--- src/verilog/exec_pkg.sv ---
package exec_pkg;

    // Datapath width
    localparam int XLEN = 32;

    // One quotient bit per divider iteration
    localparam int DIV_STEPS = 32;
    localparam int DIV_CNT_W = $clog2(DIV_STEPS + 1);

    // Execute operations, MDU class starts at MUL
    typedef enum logic [4:0] {
        ADD,
        SUB,
        AND,
        OR,
        XOR,
        SLT,
        SLTU,
        SLL,
        SRL,
        SRA,
        MUL,
        MULH,
        MULHSU,
        MULHU,
        DIV,
        DIVU,
        REM,
        REMU
    } alu_op_t;

    // True for operations handled by the multiply/divide unit
    function automatic logic is_mdu_op(input alu_op_t op);
        return (op >= MUL);
    endfunction

endpackage

--- src/verilog/mdu_if.sv ---
`timescale 1ns/1ns

interface mdu_if;
    import exec_pkg::*;

    // Request side
    logic            req_valid;
    alu_op_t         op;
    logic [XLEN-1:0] src1;
    logic [XLEN-1:0] src2;

    // Response side, result held until acknowledged
    logic            res_valid;
    logic [XLEN-1:0] result;
    logic            res_ack;

    modport requester (
        output req_valid, op, src1, src2, res_ack,
        input  res_valid, result
    );

    modport responder (
        input  req_valid, op, src1, src2, res_ack,
        output res_valid, result
    );
endinterface

--- src/verilog/alu.sv ---
`timescale 1ns/1ns

module alu (
    input  exec_pkg::alu_op_t           i_op,
    input  logic [exec_pkg::XLEN-1:0]   i_src1,
    input  logic [exec_pkg::XLEN-1:0]   i_src2,
    output logic [exec_pkg::XLEN-1:0]   o_result,
    output logic                        o_zero,
    output logic                        o_last_bit
);
    import exec_pkg::*;

    logic [4:0] shamt;

    // RV32I shifts only use the low five bits
    assign shamt = i_src2[4:0];

    always_comb begin
        case (i_op)
            ADD: begin
                o_result = i_src1 + i_src2;
            end
            SUB: begin
                o_result = i_src1 - i_src2;
            end
            AND: begin
                o_result = i_src1 & i_src2;
            end
            OR: begin
                o_result = i_src1 | i_src2;
            end
            XOR: begin
                o_result = i_src1 ^ i_src2;
            end
            SLT: begin
                o_result = XLEN'($signed(i_src1) < $signed(i_src2));
            end
            SLTU: begin
                o_result = XLEN'(i_src1 < i_src2);
            end
            SLL: begin
                o_result = i_src1 << shamt;
            end
            SRL: begin
                o_result = i_src1 >> shamt;
            end
            SRA: begin
                o_result = $signed(i_src1) >>> shamt;
            end
            // MDU class results come from the multiply/divide unit
            default: begin
                o_result = '0;
            end
        endcase
    end

    // Flags used by branch decisions
    assign o_zero     = (o_result == '0);
    assign o_last_bit = o_result[0];

endmodule

--- src/verilog/mul_div_unit.sv ---
`timescale 1ns/1ns

module mul_div_unit (
    input logic      clk,
    input logic      rst_n,
    mdu_if.responder mdu
);
    import exec_pkg::*;

    typedef enum logic [1:0] {
        S_IDLE,
        S_DIV,
        S_DONE
    } state_t;

    state_t               state;
    logic [DIV_CNT_W-1:0] count;

    // Divider datapath and captured request
    logic [XLEN-1:0] rem_q;
    logic [XLEN-1:0] quo_q;
    logic [XLEN-1:0] divisor_q;
    logic [XLEN-1:0] dividend_q;
    logic            q_neg_q;
    logic            r_neg_q;
    logic            div_zero_q;
    logic            want_rem_q;
    logic [XLEN-1:0] result_q;

    logic                     start;
    logic                     is_div_op;
    logic                     signed_div;
    logic                     s1_neg;
    logic                     s2_neg;
    logic [XLEN-1:0]          src1_mag;
    logic [XLEN-1:0]          src2_mag;
    logic                     a_signed;
    logic                     b_signed;
    logic signed [XLEN:0]     mul_a;
    logic signed [XLEN:0]     mul_b;
    logic signed [2*XLEN+1:0] product;
    logic [XLEN-1:0]          mul_result;
    logic [XLEN:0]            shifted;
    logic [XLEN:0]            diff;
    logic [XLEN-1:0]          rem_next;
    logic [XLEN-1:0]          quo_next;
    logic [XLEN-1:0]          quo_fixed;
    logic [XLEN-1:0]          rem_fixed;

    assign start = (state == S_IDLE) && mdu.req_valid;

    // Operand decoding for both datapaths
    always_comb begin
        is_div_op  = (mdu.op == DIV) || (mdu.op == DIVU) ||
                     (mdu.op == REM) || (mdu.op == REMU);
        signed_div = (mdu.op == DIV) || (mdu.op == REM);
        s1_neg     = signed_div && mdu.src1[XLEN-1];
        s2_neg     = signed_div && mdu.src2[XLEN-1];
        src1_mag   = s1_neg ? -mdu.src1 : mdu.src1;
        src2_mag   = s2_neg ? -mdu.src2 : mdu.src2;

        // 33x33 signed product covers all four multiply flavours
        a_signed   = (mdu.op == MULH) || (mdu.op == MULHSU);
        b_signed   = (mdu.op == MULH);
        mul_a      = {a_signed && mdu.src1[XLEN-1], mdu.src1};
        mul_b      = {b_signed && mdu.src2[XLEN-1], mdu.src2};
        product    = mul_a * mul_b;
        mul_result = (mdu.op == MUL) ? product[XLEN-1:0] : product[2*XLEN-1:XLEN];
    end

    // One restoring step, dividend bits shift in from the quotient register
    always_comb begin
        shifted   = {rem_q, quo_q[XLEN-1]};
        diff      = shifted - {1'b0, divisor_q};
        rem_next  = diff[XLEN] ? shifted[XLEN-1:0] : diff[XLEN-1:0];
        quo_next  = {quo_q[XLEN-2:0], !diff[XLEN]};
        quo_fixed = q_neg_q ? -quo_next : quo_next;
        rem_fixed = r_neg_q ? -rem_next : rem_next;
    end

    always_ff @(posedge clk) begin
        if (!rst_n) begin
            state <= S_IDLE;
            count <= '0;
        end else begin
            case (state)
                S_IDLE: begin
                    if (mdu.req_valid) begin
                        state <= is_div_op ? S_DIV : S_DONE;
                        count <= DIV_CNT_W'(DIV_STEPS - 1);
                    end
                end
                S_DIV: begin
                    // Sign fix-up rides along with the last step
                    if (count == '0) begin
                        state <= S_DONE;
                    end else begin
                        count <= count - 1'b1;
                    end
                end
                S_DONE: begin
                    if (mdu.res_ack) begin
                        state <= S_IDLE;
                    end
                end
                default: begin
                    state <= S_IDLE;
                end
            endcase
        end
    end

    always_ff @(posedge clk) begin
        if (start) begin
            result_q   <= mul_result;
            rem_q      <= '0;
            quo_q      <= src1_mag;
            divisor_q  <= src2_mag;
            dividend_q <= mdu.src1;
            q_neg_q    <= s1_neg ^ s2_neg;
            r_neg_q    <= s1_neg;
            div_zero_q <= (mdu.src2 == '0);
            want_rem_q <= (mdu.op == REM) || (mdu.op == REMU);
        end else if (state == S_DIV) begin
            rem_q <= rem_next;
            quo_q <= quo_next;
            if (count == '0) begin
                // Divide by zero per RV32M, overflow falls out of the magnitudes
                if (div_zero_q) begin
                    result_q <= want_rem_q ? dividend_q : '1;
                end else begin
                    result_q <= want_rem_q ? rem_fixed : quo_fixed;
                end
            end
        end
    end

    assign mdu.res_valid = (state == S_DONE);
    assign mdu.result    = result_q;

endmodule

--- src/verilog/exec_result_select.sv ---
`timescale 1ns/1ns

module exec_result_select (
    input  logic                        i_valid,
    input  exec_pkg::alu_op_t           i_op,
    input  logic [exec_pkg::XLEN-1:0]   i_src1,
    input  logic [exec_pkg::XLEN-1:0]   i_src2,
    input  logic                        i_hold,
    input  logic [exec_pkg::XLEN-1:0]   i_alu_result,
    mdu_if.requester                    mdu,
    output logic [exec_pkg::XLEN-1:0]   o_result,
    output logic                        o_stall
);
    import exec_pkg::*;

    logic mdu_class;

    assign mdu_class = is_mdu_op(i_op);

    // Request side, operands held stable by the stall
    assign mdu.req_valid = i_valid && mdu_class;
    assign mdu.op        = i_op;
    assign mdu.src1      = i_src1;
    assign mdu.src2      = i_src2;

    // Upstream hold keeps the result parked in the MDU
    assign mdu.res_ack = mdu.res_valid && !i_hold;

    // Held until the result is actually taken
    assign o_stall = mdu.req_valid && !mdu.res_ack;

    assign o_result = mdu_class ? mdu.result : i_alu_result;

endmodule

--- src/verilog/exec_unit.sv ---
`timescale 1ns/1ns

module exec_unit (
    input  logic                        clk,
    input  logic                        rst_n,
    input  logic                        i_valid,
    input  exec_pkg::alu_op_t           i_op,
    input  logic [exec_pkg::XLEN-1:0]   i_src1,
    input  logic [exec_pkg::XLEN-1:0]   i_src2,
    input  logic                        i_hold,
    output logic [exec_pkg::XLEN-1:0]   o_result,
    output logic                        o_zero,
    output logic                        o_last_bit,
    output logic                        o_stall
);
    import exec_pkg::*;

    logic [XLEN-1:0] alu_result;

    mdu_if mdu_bus ();

    // Single cycle base integer operations
    alu alu0 (
        .i_op       (i_op),
        .i_src1     (i_src1),
        .i_src2     (i_src2),
        .o_result   (alu_result),
        .o_zero     (o_zero),
        .o_last_bit (o_last_bit)
    );

    // Multi cycle multiply and divide
    mul_div_unit mdu0 (
        .clk   (clk),
        .rst_n (rst_n),
        .mdu   (mdu_bus.responder)
    );

    // Request issue, stall and result mux
    exec_result_select sel0 (
        .i_valid      (i_valid),
        .i_op         (i_op),
        .i_src1       (i_src1),
        .i_src2       (i_src2),
        .i_hold       (i_hold),
        .i_alu_result (alu_result),
        .mdu          (mdu_bus.requester),
        .o_result     (o_result),
        .o_stall      (o_stall)
    );

endmodule

--- config.mk ---
export PLATFORM = sky130hd
export DESIGN_NAME = exec_unit
export DESIGN_NICKNAME = d
export VERILOG_FILES = /design/src/verilog/exec_pkg.sv /design/src/verilog/mdu_if.sv /design/src/verilog/alu.sv /design/src/verilog/mul_div_unit.sv /design/src/verilog/exec_result_select.sv /design/src/verilog/exec_unit.sv
export SDC_FILE = /design/constraint.sdc
export NUM_CORES = 2
export LEC_CHECK = 0
export BUFFER_PORTS_ARGS = -buffer_cell sky130_fd_sc_hd__buf_4
export CAP_MARGIN = 20
export CORE_ASPECT_RATIO = 0.7
export CORE_MARGIN = 2
export CORE_UTILIZATION = 40
export CTS_CLUSTER_SIZE = 24
export DETAILED_ROUTE_END_ITERATION = 8
export GPL_TIMING_DRIVEN = 1
export PLACE_DENSITY = 0.61
export SETUP_SLACK_MARGIN = 0.4
export SLEW_MARGIN = 20
export SYNTH_ARGS = -nofsm -noshare
export SYNTH_HDL_FRONTEND = slang
export SYNTH_SLANG_ARGS = --single-unit
--- constraint.sdc ---
create_clock -name clk -period 18.25 [get_ports clk]
set_clock_uncertainty 0.05 [all_clocks]
set_input_delay 5.475 -clock clk [delete_from_list [all_inputs] [get_ports clk]]
set_output_delay 5.475 -clock clk [all_outputs]
set_load 0.02 [all_outputs]
==> impl_metrics.env <==
export IMPL_outcome="finished, final reports clean"
export IMPL_relSlewSlack_pct=12.5
export IMPL_die_area_sq_um=148000
export IMPL_netlist_instances=6772
export IMPL_fill_cells=14409
export IMPL_syn_nets=8320
export IMPL_nets=8176
export IMPL_place_hpwl_microns=206000
export IMPL_synth_top_cell_area_share_pct=39.1
export IMPL_place_area_sq_um=60400
export IMPL_hold_depth=2
export IMPL_clockRootBuffer="clkbuf_16"
export IMPL_hp_start="mdu0.rem_q[29]"
export IMPL_synth_edf_count=132
export IMPL_path_class="primary input to output pin"
export IMPL_yosysMostFrequentCell="inv_1"
export IMPL_cap_viol_max_count=0
export IMPL_setup_tns_ps=0
export IMPL_min_path_type="flip-flop to flip-flop"
export IMPL_rsz0062_at_grt="false"
export IMPL_hold_buffers=0
export IMPL_reg2regPathDepth=22
export IMPL_area_growth_pct=5.58
export IMPL_ys_async_sr_fraction_pct=0
export IMPL_finalHoldViolCount=0
export IMPL_grt_pass1_wl_microns=379000
export IMPL_htreeDepth=4
export IMPL_yosys_warnings=0
export IMPL_end_kind="output pin"
export IMPL_hold_path_end="mdu0.rem_q[29]"
export IMPL_finalSetupViolations=0
export IMPL_cts_sinks=172
export IMPL_viasPerCell=5.97
export IMPL_yosysSeqAreaShare_pct=8.24
export IMPL_r2r_end="mdu0.mdu.result[20]"
export IMPL_synth_area_leaders="fa_1, inv_1, ha_1, nand2_1, edfxtp_1"
export IMPL_drtAntennaViolNets=0
export IMPL_utilization_pct=42.6
export IMPL_firstDrtPassIters=8
export IMPL_worst_slew_pin_slew_ps=1300
export IMPL_cts_resized=0
export IMPL_hold_worst_slack_ps=452
export IMPL_rows=116
export IMPL_ys_flop_type="edfxtp_1"
export IMPL_yosysTopAreaCell="fa_1"
export IMPL_fin_crit_ps=16950
export IMPL_synthDistinctLibCells=105
export IMPL_gp_congestion=1.09
export IMPL_cp_start_kind="primary input"
export IMPL_cts_buffer_depth=2
export IMPL_fmax_ghz=0.0590
export IMPL_ios=108
export IMPL_start_util_pct=40.4
export IMPL_min_period_over_period_pct=92.9
export IMPL_grt_ovfl_total=0
export IMPL_tritoncts="done"
export IMPL_drive_gt1_share_pct=5.90
export IMPL_worst_endpoint_arrival_ps=11430
export IMPL_postSynthAreaPerCell_sq_um=8.53
export IMPL_synth_commonest_cells="inv_1, fa_1, nand2_1, nor2_1, ha_1"
export IMPL_critPathRequiredTime_ps=12730
export IMPL_wl_per_cell_microns=30.6
export IMPL_synth_seq_cells=172
export IMPL_grt_pass1_vias=51121
export IMPL_critPathMaxFanout=33
export IMPL_initialDrtViolationCount=6679
export IMPL_die_h_microns=322
export IMPL_via_count=51003
export IMPL_port_buffers=107
export IMPL_post_cts_buffers=0
export IMPL_timing_rr_start="mdu0.quo_q[31]"
export IMPL_numCtsBuffers=17
export IMPL_fin_area_sq_um=61000
export IMPL_clkTransAtPathRegs_ps=80
export IMPL_die_w_microns=458
export IMPL_grt_antenna_before_repair=13
export IMPL_reg2reg_slack_ps=11440
export IMPL_synth_area_sq_um=57800
export IMPL_grt_usage_pct=35.7
export IMPL_grt_start_max_net_pins=73
export IMPL_clkLatencyLatePin_ps=470
export IMPL_drc=0
export IMPL_wl_microns=261000
export IMPL_core_area_sq_um=143000
export IMPL_slew_violations=0
## critical path: stages
cell	delay [ps]
buf_4	470
inv_2	430
ha_1	460
a21oi_1	320
o21ai_2	150
a2111oi_4	560
o211ai_2	300
a221oi_2	560
o21ai_1	190
a211oi_1	330
xnor2_1	100
a211oi_1	420
or3b_2	510
or4_1	490
nor4_2	360
buf_4	210
## sequential cells by signal, indices dropped and copies added, names as in the netlist
| register | count |
|---|---|
| mdu0.divisor_q | 32 |
| mdu0.div_zero_q | 1 |
| mdu0.rem_q | 32 |
| mdu0.state | 2 |
| mdu0.r_neg_q | 1 |
| mdu0.dividend_q | 32 |
| mdu0.mdu.result | 32 |
| mdu0.q_neg_q | 1 |
| mdu0.count | 6 |
| mdu0.quo_q | 32 |
| mdu0.want_rem_q | 1 |
## worst max-delay path by stage
stage	from	depth (start not counted)	slack (ps)	to
after global routing	i_src2[1]	16	1240	o_zero
after detailed placement	i_src2[1]	16	1560	o_zero
after CTS	i_src2[1]	16	1540	o_zero
final	i_src2[1]	16	1300	o_zero
after global placement	i_src1[2]	18	1730	o_zero
after floorplan	i_src2[2]	20	2080	o_zero
## per-stage QoR
stage / setup WS [ps] / std cells
finish: 1300 / 8539
global route: 1240 / 8529
CTS: 1540 / 8528
detailed placement: 1560 / 8496
global placement: 1730 / 8496
floorplan: 2080 / 6772
## kinds of logic (layout without fill, tap and decap cells)
kind of cell / after synthesis / count (layout) / synth area share (%)
compound gates: 1045 / 1045 / 11.8
xor+xnor: 224 / 224 / 3.39
fa+ha+maj: 1475 / 1475 / 46.6
buf+inv: 1740 / 1609 / 11.5
flops: 172 / 172 / 8.24
mux: 153 / 153 / 4.05
other cells: 0 / 10 / 0
simple gates: 1963 / 1963 / 14.4
## area by class of cell
type	count	area (sq um)	area share (%)
diodes	10	25.0	0.0410
well taps	1888	2360	3.87
flip-flops and latches	172	4760	7.81
inverters	1337	5030	8.25
multi-input cells	4860	46400	76.1
clock buffers	18	429	0.703
repair buffers	240	1850	3.03
clock inverters	14	124	0.203
## cells in the final DEF, fill, tap and decap left out, types with 40 or more instances in the layout
cell,netlist,final
mux4_2,48,48
a211oi_1,50,50
fa_1,1128,1128
o21ai_0,274,272
a21o_1,69,69
nand3_1,67,67
o211ai_1,46,46
xnor2_1,162,162
a21oi_1,242,242
nor3_1,87,84
mux2i_1,81,81
buf_4,9,236
dfxtp_1,40,40
edfxtp_1,132,132
inv_1,1307,1305
nand2_1,1086,1086
a31oi_1,41,41
ha_1,347,347
xor2_1,62,62
nor2_1,483,478
## layer usage
layer | vias to the layer above | wire length [microns] | GRT usage [%]
met5 | - | 42 | 0
met4 | 6 | 10000 | 11.5
met3 | 366 | 37400 | 12.7
met2 | 3393 | 98900 | 46.7
li1 | 21128 | - | -
met1 | 26110 | 115000 | 53.6
Power is left out: the tool's default activity adds up to more than one toggle a clock period on the data nets, which glitch-free logic cannot reach.
